### src/hw/rvDecode_cfg.svh
/*
  Width and credit settings for the RV64I decoder.
  RVD_IN_CREDITS must stay 1 because stage 1 has a single slot.
  RVD_OUT_CREDITS must match the consumer's buffer depth.
*/
`ifndef RVDECODE_CFG_SVH
`define RVDECODE_CFG_SVH

// instruction and data widths
`define RVD_ILEN 32
`define RVD_XLEN 64

// consumer slots granted at reset
`define RVD_OUT_CREDITS 4
// producer credits at reset, one per stage-1 slot
`define RVD_IN_CREDITS 1

`endif
### src/hw/rvDecodePkg.sv
/*
  Opcode, control-code and payload types for the decoder pipeline.
  Code values match the existing datapath encoding. Do not renumber them.
  M extension and SYSTEM encodings have no entries and decode as illegal.
*/
`include "rvDecode_cfg.svh"

package rvDecodePkg;

  typedef enum logic [6:0] {
    opLoad    = 7'b0000011,
    opOpImm   = 7'b0010011,
    opAuipc   = 7'b0010111,
    opOpImm32 = 7'b0011011,
    opStore   = 7'b0100011,
    opOp      = 7'b0110011,
    opLui     = 7'b0110111,
    opOp32    = 7'b0111011,
    opBranch  = 7'b1100011,
    opJalr    = 7'b1100111,
    opJal     = 7'b1101111
  } opcode_e;

  typedef enum logic [4:0] {
    aluAdd  = 5'd0,  aluSll  = 5'd1,  aluSlt  = 5'd2,  aluSltu = 5'd3,
    aluXor  = 5'd4,  aluSrl  = 5'd5,  aluOr   = 5'd6,  aluAnd  = 5'd7,
    aluSub  = 5'd8,  aluSra  = 5'd13, aluCopyB = 5'd15, // copyB passes operand b
    aluAddW = 5'd16, aluSllW = 5'd17, aluSrlW = 5'd21, aluSubW = 5'd24,
    aluSraW = 5'd29                                     // w forms are base + 16
  } aluOp_e;

  typedef enum logic [1:0] {srcBRs2 = 2'd0, srcBImm = 2'd1, srcBFour = 2'd2} aluSrcB_e;

  typedef enum logic [2:0] {
    extI = 3'd0, extU = 3'd1, extS = 3'd2, extB = 3'd3, extJ = 3'd4, extR = 3'd5
  } extOp_e;

  typedef enum logic [2:0] {
    brNone = 3'd0, brJal = 3'd1, brJalr = 3'd2,
    brEq   = 3'd4, brNe  = 3'd5, brLt   = 3'd6, brGe = 3'd7
  } branch_e;

  typedef enum logic [2:0] {
    memWord  = 3'd0, memByte  = 3'd1, memHalf  = 3'd2, memDouble = 3'd3,
    memWordU = 3'd4, memByteU = 3'd5, memHalfU = 3'd6
  } memOp_e;

  typedef struct packed {
    logic     aluSrcA;  // 0 pc, 1 rs1
    aluSrcB_e aluSrcB;
    aluOp_e   aluOp;
    extOp_e   extOp;
    branch_e  branch;
    memOp_e   memOp;
    logic     memToReg;
    logic     memWen;
    logic     regWen;
    logic     illegal;
  } ctrlWord_t;

  typedef struct packed {
    logic [`RVD_ILEN-1:0] instr;  // kept for stage 2 immediate fields
    ctrlWord_t            ctrl;
  } ctrlItem_t;

  typedef struct packed {
    ctrlWord_t            ctrl;
    logic [`RVD_XLEN-1:0] imm;
  } decodedItem_t;

endpackage

### src/hw/stageLink.sv
/*
  Credit-based link between two pipeline stages.
  One valid cycle moves one item; one credit pulse frees one slot.
  The sender must track credits itself, the link holds no state.
*/
`timescale 1ns/1ps

interface stageLink #(
  parameter type payload_t = logic
) (
  input logic clk,
  input logic rstN
);
  logic     valid;   // sender has an item this cycle
  payload_t data;
  logic     credit;  // receiver freed one slot

  modport tx (output valid, output data, input credit);
  modport rx (input valid, input data, output credit);

  // link must come out of reset quiet on both directions
  assert property (@(posedge clk) $rose(rstN) |-> !valid && !credit)
    else $error("stageLink: traffic in the first cycle after reset");

endinterface

### src/hw/rvDecodeTop.sv
/*
  Two-stage credit-controlled RV64I decoder.
  Least latency is two cycles from inValid to outValid.
  Producer starts with RVD_IN_CREDITS, consumer grants RVD_OUT_CREDITS.
*/
`timescale 1ns/1ps
`include "rvDecode_cfg.svh"

module rvDecodeTop
  import rvDecodePkg::*;
(
  input  logic                 clk,
  input  logic                 rstN,
  input  logic                 inValid,
  input  logic [`RVD_ILEN-1:0] instr,
  output logic                 inCredit,
  output logic                 outValid,
  input  logic                 outCredit,
  output logic                 outAluSrcA,
  output aluSrcB_e             outAluSrcB,
  output aluOp_e               outAluOp,
  output branch_e              outBranch,
  output memOp_e               outMemOp,
  output logic                 outMemToReg,
  output logic                 outMemWen,
  output logic                 outRegWen,
  output logic                 outIllegal,
  output logic [`RVD_XLEN-1:0] outImm
);
  stageLink #(.payload_t(ctrlItem_t))    ctrlLink (.clk(clk), .rstN(rstN));
  stageLink #(.payload_t(decodedItem_t)) outLink  (.clk(clk), .rstN(rstN));

  ctrlDecodeStage uCtrlDecode (
    .clk      (clk),
    .rstN     (rstN),
    .inValid  (inValid),
    .instr    (instr),
    .inCredit (inCredit),
    .down     (ctrlLink.tx)
  );

  immGenStage uImmGen (
    .clk  (clk),
    .rstN (rstN),
    .up   (ctrlLink.rx),
    .down (outLink.tx)
  );

  // output link flattened to plain ports
  assign outValid       = outLink.valid;
  assign outLink.credit = outCredit;
  assign outAluSrcA     = outLink.data.ctrl.aluSrcA;
  assign outAluSrcB     = outLink.data.ctrl.aluSrcB;
  assign outAluOp       = outLink.data.ctrl.aluOp;
  assign outBranch      = outLink.data.ctrl.branch;
  assign outMemOp       = outLink.data.ctrl.memOp;
  assign outMemToReg    = outLink.data.ctrl.memToReg;
  assign outMemWen      = outLink.data.ctrl.memWen;
  assign outRegWen      = outLink.data.ctrl.regWen;
  assign outIllegal     = outLink.data.ctrl.illegal;
  assign outImm         = outLink.data.imm;

endmodule

### src/hw/immGenStage.sv
/*
  Stage 2: builds the sign-extended immediate named by extOp.
  One-entry slot; sends only while the consumer holds a free slot.
  R format and unused extOp codes give a zero immediate.
*/
`timescale 1ns/1ps
`include "rvDecode_cfg.svh"

module immGenStage
  import rvDecodePkg::*;
(
  input  logic clk,
  input  logic rstN,
  stageLink.rx up,
  stageLink.tx down
);
  logic [`RVD_ILEN-1:0] ins;
  logic [`RVD_XLEN-1:0] imm;
  logic                 slotFull;
  decodedItem_t         slotItem;
  logic                 downAvail;
  logic                 sendNow;

  assign ins = up.data.instr;

  always_comb begin
    case (up.data.ctrl.extOp)
      extI:    imm = {{(`RVD_XLEN-12){ins[31]}}, ins[31:20]};
      extU:    imm = {{(`RVD_XLEN-32){ins[31]}}, ins[31:12], 12'b0};
      extS:    imm = {{(`RVD_XLEN-12){ins[31]}}, ins[31:25], ins[11:7]};
      extB:    imm = {{(`RVD_XLEN-13){ins[31]}}, ins[31], ins[7], ins[30:25],
                      ins[11:8], 1'b0};            // bit 0 always zero
      extJ:    imm = {{(`RVD_XLEN-21){ins[31]}}, ins[31], ins[19:12], ins[20],
                      ins[30:21], 1'b0};
      default: imm = '0;
    endcase
  end

  creditCounter #(
    .maxCredits (`RVD_OUT_CREDITS)   // consumer buffer depth
  ) outCredits (
    .clk       (clk),
    .rstN      (rstN),
    .spend     (sendNow),
    .refund    (down.credit),
    .available (downAvail)
  );

  assign sendNow    = slotFull && downAvail;
  assign down.valid = sendNow;
  assign down.data  = slotItem;
  assign up.credit  = sendNow;        // returns stage 1's credit

  always_ff @(posedge clk) begin
    if (!rstN) begin
      slotFull <= 1'b0;
    end else begin
      slotFull <= up.valid || (slotFull && !sendNow);
    end
  end

  always_ff @(posedge clk) begin
    if (up.valid) begin
      slotItem <= '{ctrl: up.data.ctrl, imm: imm};
    end
  end

endmodule

### src/hw/ctrlDecodeStage.sv
/*
  Stage 1: RV64I control decode into a one-entry slot.
  Producer may send only with a credit; inCredit pulses when the slot leaves.
  M extension, SYSTEM, unknown opcodes and unused branch/load/store func3
  decode as illegal with all enables cleared.
*/
`timescale 1ns/1ps
`include "rvDecode_cfg.svh"

module ctrlDecodeStage
  import rvDecodePkg::*;
(
  input  logic                 clk,
  input  logic                 rstN,
  input  logic                 inValid,
  input  logic [`RVD_ILEN-1:0] instr,
  output logic                 inCredit,
  stageLink.tx                 down
);
  localparam ctrlWord_t nopWord = '{
    aluSrcA:  1'b1,
    aluSrcB:  srcBRs2,
    aluOp:    aluAdd,
    extOp:    extR,       // R gives a zero immediate
    branch:   brNone,
    memOp:    memWord,
    memToReg: 1'b0,
    memWen:   1'b0,
    regWen:   1'b0,
    illegal:  1'b0
  };

  opcode_e    opcode;
  logic [2:0] func3;
  logic [6:0] func7;
  logic       bit30;
  logic       isIllegal;
  ctrlWord_t  ctrl;
  logic       slotFull;
  ctrlItem_t  slotItem;
  logic       downAvail;
  logic       sendNow;

  assign opcode = opcode_e'(instr[6:0]);
  assign func3  = instr[14:12];
  assign func7  = instr[31:25];
  assign bit30  = instr[30];       // sub / sra select

  always_comb begin
    ctrl      = nopWord;
    isIllegal = 1'b0;
    case (opcode)
      opLui: begin
        ctrl.aluSrcB = srcBImm; ctrl.aluOp = aluCopyB;
        ctrl.extOp = extU; ctrl.regWen = 1'b1;
      end
      opAuipc: begin
        ctrl.aluSrcA = 1'b0; ctrl.aluSrcB = srcBImm;  // pc + imm
        ctrl.extOp = extU; ctrl.regWen = 1'b1;
      end
      opJal, opJalr: begin
        ctrl.aluSrcA = 1'b0; ctrl.aluSrcB = srcBFour;  // link = pc + 4
        ctrl.extOp  = (opcode == opJal) ? extJ : extI;
        ctrl.branch = (opcode == opJal) ? brJal : brJalr;
        ctrl.regWen = 1'b1;
      end
      opOpImm, opOp: begin
        ctrl.aluSrcB = (opcode == opOp) ? srcBRs2 : srcBImm;
        ctrl.extOp   = (opcode == opOp) ? extR : extI;
        ctrl.regWen  = 1'b1;
        isIllegal    = (opcode == opOp) && (func7 == 7'b0000001);  // mul/div/rem
        case (func3)
          3'b000:  ctrl.aluOp = (opcode == opOp && bit30) ? aluSub : aluAdd;
          3'b001:  ctrl.aluOp = aluSll;
          3'b010:  ctrl.aluOp = aluSlt;
          3'b011:  ctrl.aluOp = aluSltu;
          3'b100:  ctrl.aluOp = aluXor;
          3'b101:  ctrl.aluOp = bit30 ? aluSra : aluSrl;
          3'b110:  ctrl.aluOp = aluOr;
          default: ctrl.aluOp = aluAnd;
        endcase
      end
      opOpImm32, opOp32: begin
        ctrl.aluSrcB = (opcode == opOp32) ? srcBRs2 : srcBImm;
        ctrl.extOp   = (opcode == opOp32) ? extR : extI;
        ctrl.regWen  = 1'b1;
        isIllegal    = (opcode == opOp32) && (func7 == 7'b0000001);  // M word forms
        case (func3)
          3'b000:  ctrl.aluOp = (opcode == opOp32 && bit30) ? aluSubW : aluAddW;
          3'b001:  ctrl.aluOp = aluSllW;
          default: ctrl.aluOp = bit30 ? aluSraW : aluSrlW;  // rest treated as shifts
        endcase
      end
      opBranch: begin
        ctrl.extOp = extB;
        ctrl.aluOp = func3[1] ? aluSltu : aluSlt;  // unsigned compares on 11x
        case (func3)
          3'b000:       ctrl.branch = brEq;
          3'b001:       ctrl.branch = brNe;
          3'b100, 3'b110: ctrl.branch = brLt;
          3'b101, 3'b111: ctrl.branch = brGe;
          default:      isIllegal = 1'b1;
        endcase
      end
      opLoad: begin
        ctrl.aluSrcB = srcBImm; ctrl.extOp = extI;
        ctrl.memToReg = 1'b1; ctrl.regWen = 1'b1;
        case (func3)
          3'b000:  ctrl.memOp = memByte;
          3'b001:  ctrl.memOp = memHalf;
          3'b010:  ctrl.memOp = memWord;
          3'b011:  ctrl.memOp = memDouble;
          3'b100:  ctrl.memOp = memByteU;
          3'b101:  ctrl.memOp = memHalfU;
          3'b110:  ctrl.memOp = memWordU;
          default: isIllegal = 1'b1;   // no ldu
        endcase
      end
      opStore: begin
        ctrl.aluSrcB = srcBImm; ctrl.extOp = extS; ctrl.memWen = 1'b1;
        case (func3)
          3'b000:  ctrl.memOp = memByte;
          3'b001:  ctrl.memOp = memHalf;
          3'b010:  ctrl.memOp = memWord;
          3'b011:  ctrl.memOp = memDouble;
          default: isIllegal = 1'b1;
        endcase
      end
      default: isIllegal = 1'b1;     // SYSTEM and unknown opcodes
    endcase
    if (isIllegal) begin
      ctrl         = nopWord;         // all enables off
      ctrl.illegal = 1'b1;
    end
  end

  creditCounter #(
    .maxCredits (1)                   // stage 2 has one slot
  ) downCredits (
    .clk       (clk),
    .rstN      (rstN),
    .spend     (sendNow),
    .refund    (down.credit),
    .available (downAvail)
  );

  assign sendNow    = slotFull && downAvail;
  assign down.valid = sendNow;
  assign down.data  = slotItem;
  assign inCredit   = sendNow;        // slot frees as it leaves

  always_ff @(posedge clk) begin
    if (!rstN) begin
      slotFull <= 1'b0;
    end else begin
      slotFull <= inValid || (slotFull && !sendNow);
    end
  end

  always_ff @(posedge clk) begin
    if (inValid) begin
      slotItem <= '{instr: instr, ctrl: ctrl};  // payload, no reset
    end
  end

  // producer credit accounting must keep stage 1 from overrun
  assert property (@(posedge clk) disable iff (!rstN) inValid |-> !slotFull)
    else $error("ctrlDecodeStage: instruction arrived while slot was full");

endmodule

### src/hw/creditCounter.sv
/*
  Credits a sender holds toward one receiver.
  Count starts full and never exceeds maxCredits.
  Spend and refund in the same cycle leave the count unchanged.
*/
`timescale 1ns/1ps

module creditCounter #(
  parameter int maxCredits = 1
) (
  input  logic clk,
  input  logic rstN,
  input  logic spend,      // item sent this cycle
  input  logic refund,     // credit returned this cycle
  output logic available
);
  localparam int cntWidth = $clog2(maxCredits + 1);

  logic [cntWidth-1:0] count;

  always_ff @(posedge clk) begin
    if (!rstN) begin
      count <= cntWidth'(maxCredits);  // receiver starts empty
    end else if (spend && !refund) begin
      count <= count - 1'b1;
    end else if (refund && !spend) begin
      count <= count + 1'b1;
    end
  end

  assign available = (count != '0);

  // sender must hold a credit for every item
  assert property (@(posedge clk) disable iff (!rstN) spend |-> count != '0)
    else $error("creditCounter: item sent with no credit left");

  // receiver returned more than it was given
  assert property (@(posedge clk) disable iff (!rstN)
                   refund |-> count != cntWidth'(maxCredits))
    else $error("creditCounter: credit returned while count is full");

endmodule

### config.mk
export PLATFORM = sky130hd
export DESIGN_NAME = rvDecodeTop
export DESIGN_NICKNAME = d
export VERILOG_FILES = /design/src/hw/rvDecodePkg.sv /design/src/hw/stageLink.sv /design/src/hw/rvDecodeTop.sv /design/src/hw/immGenStage.sv /design/src/hw/ctrlDecodeStage.sv /design/src/hw/creditCounter.sv
export VERILOG_INCLUDE_DIRS = /design/src /design/src/hw
export SDC_FILE = /design/constraint.sdc
export NUM_CORES = 1
export LEC_CHECK = 0
export BUFFER_PORTS_ARGS = -buffer_cell sky130_fd_sc_hd__buf_2
export CORE_MARGIN = 3
export CORE_UTILIZATION = 35
export DETAILED_ROUTE_END_ITERATION = 7
export PLACE_DENSITY = 0.66
export SLEW_MARGIN = 20
export SYNTH_ARGS = -nofsm -noshare
export SYNTH_HDL_FRONTEND = slang
export SYNTH_SLANG_ARGS = --single-unit
### constraint.sdc
create_clock -name clk -period 3.1 [get_ports clk]
set_input_delay 0.93 -clock clk [delete_from_list [all_inputs] [get_ports clk]]
set_output_delay 0.93 -clock clk [all_outputs]
set_load 0.01 [all_outputs]
# Word-level counts from Yosys, hierarchy flattened
# Cells that the tools add are included.
# op_classes
addsub	4
eq_ne	23
muxes	35
reduce_logical	35
# op_table
cell	n
$pmux W64 S5	1
$pmux W5 S7	1
$eq A7 B6 Y1 const B	4
$eq A7 B5 Y1 const B	3
$eq A7 B7 Y1 const B	3
$pmux W3 S7	1
$pmux W5 S4	1
$pmux W3 S6	1
$mux W4	4
$eq A3 B3 Y1 const B	5
$mux W3	5
$mux W1	13
$eq A3 B2 Y1 const B	4
$logic_and A1 B1 Y1	12
$pmux W3 S2	2
$pmux W3 S4	1
$reduce_or A2 Y1	6
$reduce_or A4 Y1	3
$pmux W5 S2	1
$reduce_or A9 Y1	1
$pmux W2 S4	1
$eq A7 B1 Y1 const B	1
$eq A7 B2 Y1 const B	1
$reduce_or A7 Y1	1
15 further kinds	21
# totals
register_bits	141
input_bits	36
out_inout_bits	84
wordCells	122

# Logic depth before layout (Yosys ltp)
# logic_depth
word_depth	6
mapped_depth	8
ltp_nobuf	8

# By module
# From an unflattened synthesis, not the netlist that was laid out.
# hier_totals
hier_cells	340
hier_area_um2	5046.1
# by_module_without_submodules
mod	instances	cells_per_inst	area_per_inst_um2
immGenStage	1	173	2588.7
ctrlDecodeStage	1	149	2252.2
creditCounter (uImmGen.outCredits)	1	15	158.9
creditCounter (uCtrlDecode.downCredits)	1	3	46.3

# Worst setup path before layout
# OpenSTA, ideal clock, no wires.
# synth_timing
path_type	input port to flip-flop
from	in instr[6]
to	reg uCtrlDecode.slotItem, in the netlist uCtrlDecode.down.data[18] (data pin)
t_arrival_ns	2.356
required_time_ns	2.916
path_slack_ns	0.560
stages	6
cell_sequence	buf_4 and2b_2 nor3b_1 or3_1 a221o_2 a2111oi_4
# synth_via
elab_chain_cells	3
# synth_lines
element	line	source
from (decl)	rvDecodeTop.sv:15	input logic [`RVD_ILEN-1:0] instr,
$eq A7 B5 Y1, or another cell as far along	ctrlDecodeStage.sv:52	case (opcode)
$reduce_or A4 Y1 (no source line), or another cell as far along	n/a	
$pmux W1 S6 (*)	ctrlDecodeStage.sv:52	
net uCtrlDecode.isIllegal	ctrlDecodeStage.sv:37	logic isIllegal;
to (signal assigned)	ctrlDecodeStage.sv:162	slotItem <= '{instr: instr, ctrl: ctrl};
to (decl)	ctrlDecodeStage.sv:40	ctrlItem_t slotItem;
# The timed path passes the listed nets; every way through them passes the cells marked *.
# A chain may end at the register's enable or synchronous reset.

# Final worst setup path
# layout_timing
from	in instr[6]
to	reg uCtrlDecode.slotItem, in the netlist uCtrlDecode.down.data[1] (data pin)
# The elaborated chain is that of the path after synthesis.

==> insert_results.sql <==
INSERT INTO impl_metrics (metric_group, metric, value, unit) VALUES
('synth', 'synth_async_sr_flop_share', '0', '%'),
('clocking', 'clock_tree.htree_level_count', '3', ''),
('finish', 'post_route_cells_drive_above_1_share', '36.0', '%'),
('synth', 'synth_flop_cell', 'sky130_fd_sc_hd__edfxtp_1', ''),
('critical_path', 'cp-end-kind', 'flip-flop', ''),
('critical_path', 'rr_startpoint', 'uCtrlDecode.down.data[10]', ''),
('clocking', 'cts_tree', 'done', ''),
('synth', 'synthDominantCellAreaShare', '65.6', '%'),
('synth', 'netlist-cell-type-count', '48', ''),
('critical_path', 'r2r_end', 'uImmGen.down.data[27]', ''),
('die', 'die_outline_width', '118', 'µm'),
('finish', 'layout_common_cells', '119 x sky130_fd_sc_hd__buf_2, 96 x sky130_fd_sc_hd__edfxtp_1, 28 x sky130_fd_sc_hd__a21oi_1, 12 x sky130_fd_sc_hd__nor2b_1', ''),
('timing', 'final.min_clock_period', '2.47', 'ns'),
('timing', 'post-route-period-util', '79.6', '%'),
('pwr', 'report.power.total', '0.00313', 'W'),
('global_routing', 'grt_antenna_before_repair', '0', ''),
('clocking', 'clock-sinks', '102', ''),
('critical_path', 'worst-path-max-fanout', '10', ''),
('synth', 'syn_inst', '321', ''),
('hold_path', 'hold_path.startpoint', 'uCtrlDecode.down.data[6]', ''),
('synth', 'synth-seq-cells', '102', ''),
('critical_path', 'timing.critical_path.from_type', 'input port', ''),
('pwr', 'power_density', '600', 'mW/mm²'),
('global_routing', 'grt_max_degree', '51', ''),
('global_routing', 'gr-total-overflow', '0', ''),
('outcome', 'outcome', 'complete, no violations', ''),
('drt', 'drt_first_pass_iters', '4', ''),
('drt', 'drt_via_density', '4.82', ''),
('die', 'floorplan.core_area', '0.0122', 'mm²'),
('drt', 'final_antenna_net_count', '0', ''),
('finish', 'multi_input_comb_area', '0.00105', 'mm²'),
('synth', 'synth-seq-area-share', '68.4', '%'),
('timing', 'slew_hr', '51.4', '%'),
('global_routing', 'number_of_global_route_vias_before_repair', '2602', ''),
('drt', 'avgRoutedWirePerCell', '15.5', 'µm'),
('die', 'floorplan.rows', '40', ''),
('clocking', 'post_cts.repair.setup_buffers', '0', ''),
('clocking', 'worstSkewPairLatency', '0.34', 'ns'),
('finish', 'regArea', '0.00300', 'mm²'),
('timing', 'setup_violations', '0', ''),
('clocking', 'cts_buffer_depth', '2', ''),
('clocking', 'clk_pin_slew', '0.07', 'ns'),
('pwr', 'total_leakage_power', '1.99', 'nW'),
('finish', 'nFillCells', '1127', ''),
('critical_path', 'reg2reg_slack', '1.11', 'ns'),
('die', 'floorplan.die.height', '118', 'µm'),
('hold_path', 'min_to', 'uImmGen.down.data[70]', ''),
('hold_path', 'min_path_type', 'reg -> reg', ''),
('finish', 'final_nets', '441', ''),
('critical_path', 'reg2regPathDepth', '4', ''),
('timing', 'fin_worst_skew', '0.00829', 'ns'),
('hold_path', 'min_path_cells', '0', ''),
('critical_path', 'critical_path_required', '3.19', 'ns'),
('timing', 'hold_violations', '0', ''),
('synth', 'number_of_enable_flip_flop_cells_after_synthesis', '96', ''),
('die', 'io_pins', '120', ''),
('global_routing', 'grt_util_all_layers', '12.8', '%'),
('drt', 'dr.first_iter.drc_count', '186', ''),
('timing', 'max_freq', '0.405', 'GHz'),
('synth', 'post_synth_instance_area', '0.00439', 'mm²'),
('pwr', 'irDropWorstVdd', '0.231', 'mV'),
('finish', 'num_antenna_cells', '0', ''),
('clocking', 'clock_tree.root_cell', 'sky130_fd_sc_hd__clkbuf_16', ''),
('timing', 'worstMarginPinSlew', '0.727', 'ns'),
('clocking', 'cts_made_buffers', '9', ''),
('critical_path', 'path_class', 'in -> reg', ''),
('placed_design', 'dp.final_hpwl', '6420', 'µm'),
('placed_design', 'gp_routability_congestion', '0.858', ''),
('finish', 'area_growth', '18.7', '%'),
('job', 'timing.max_cap.violations', '0', ''),
('die', 'initial_utilization', '36.1', '%');
==> per-stage QoR <==
step | std cells | worst slack [ns] | utilization (%) | hold slack, ns
floorplan | 321 | 0.560 | - | 0.400
global placement | 560 | 0.369 | 40.3 | 0.407
detailed placement | 560 | 0.282 | 40.3 | 0.405
CTS | 576 | 0.647 | 42.9 | 0.422
global route | 576 | 0.546 | 42.9 | 0.426
finish | 576 | 0.633 | 42.9 | 0.419
==> Yosys cell counts (all sizes together) (3+ instances only) <==
library cell  instances
a211oi                3
a21o                 11
a21oi                28
a22o                  4
and2                 12
buf                  36
clkbuf               15
dfxtp                 6
edfxtp               96
inv                   6
nand2                10
nand2b                3
nand3                 3
nor2                 11
nor2b                12
nor3                 10
nor4b                 3
o21ai                10
o22ai                 8
or3                   4
==> cell families after synthesis <==
kind of cell,count (synthesis),share of synthesized area (%)
compound gates,75,11.2
xor+xnor,3,0.598
fa+ha+maj,2,0.741
buf+inv,57,7.78
flops,102,68.4
mux,2,0.456
simple gates,80,10.9
==> routing by layer <==
metal | track usage (%) | vias to the layer above | share of wire, %
met2 | 20.5 | 118 | 49
met5 | 0 | - | 0
met4 | 4.69 | 0 | 0.43
li1 | - | 1329 | -
met3 | 3.89 | 2 | 7.4
met1 | 16.5 | 1330 | 43
==> worst max path at each step <==
stage	start	end	slack [ns]	cells past startpoint
floorplan	instr[6]	uCtrlDecode.down.data[18]	0.56	6
global placement	instr[6]	uCtrlDecode.down.data[14]	0.37	6
detailed placement	instr[6]	uCtrlDecode.down.data[1]	0.28	6
CTS	instr[6]	uCtrlDecode.down.data[1]	0.65	6
global route	instr[6]	uCtrlDecode.down.data[14]	0.55	6
finish	instr[6]	uCtrlDecode.down.data[1]	0.63	6
==> registers in the layout, summed over array words and instances, names as in the netlist <==
name                               cells
uImmGen.outCredits.count               3
uImmGen.down.data                     50
uCtrlDecode.down.data                 46
uCtrlDecode.downCredits.available      1
uCtrlDecode.slotFull                   1
uImmGen.slotFull                       1
==> final cells by class <==
class                      instances  share of cell area [%]
timing repair buffer             122                    11.9
clock inverter                     7                    1.66
clock buffer                       9                    4.32
tap                              168                    4.03
sequential                       102                    57.6
multi-input combinational        162                    20.1
inverter                           6                   0.432
==> critical path, cell delays in order <==
cell and delay (ns):
sky130_fd_sc_hd__buf_2 0.16, sky130_fd_sc_hd__nand3b_1 0.20, sky130_fd_sc_hd__or3_1 0.38, sky130_fd_sc_hd__nor4_2 0.49
sky130_fd_sc_hd__a221o_2 0.31, sky130_fd_sc_hd__nor2_1 0.07
==> report_power, final <==
part	leakage (nW)	switching (W)	internal, W	total (W)
registers	0.967	0.0000495	0.00162	0.00167
clock network	0.154	0.000499	0.000643	0.00114
logic	0.870	0.000192	0.000127	0.000319
total	1.99	0.000741	0.00239	0.00313
No activity file was read; power rests on OpenSTA's default activity.
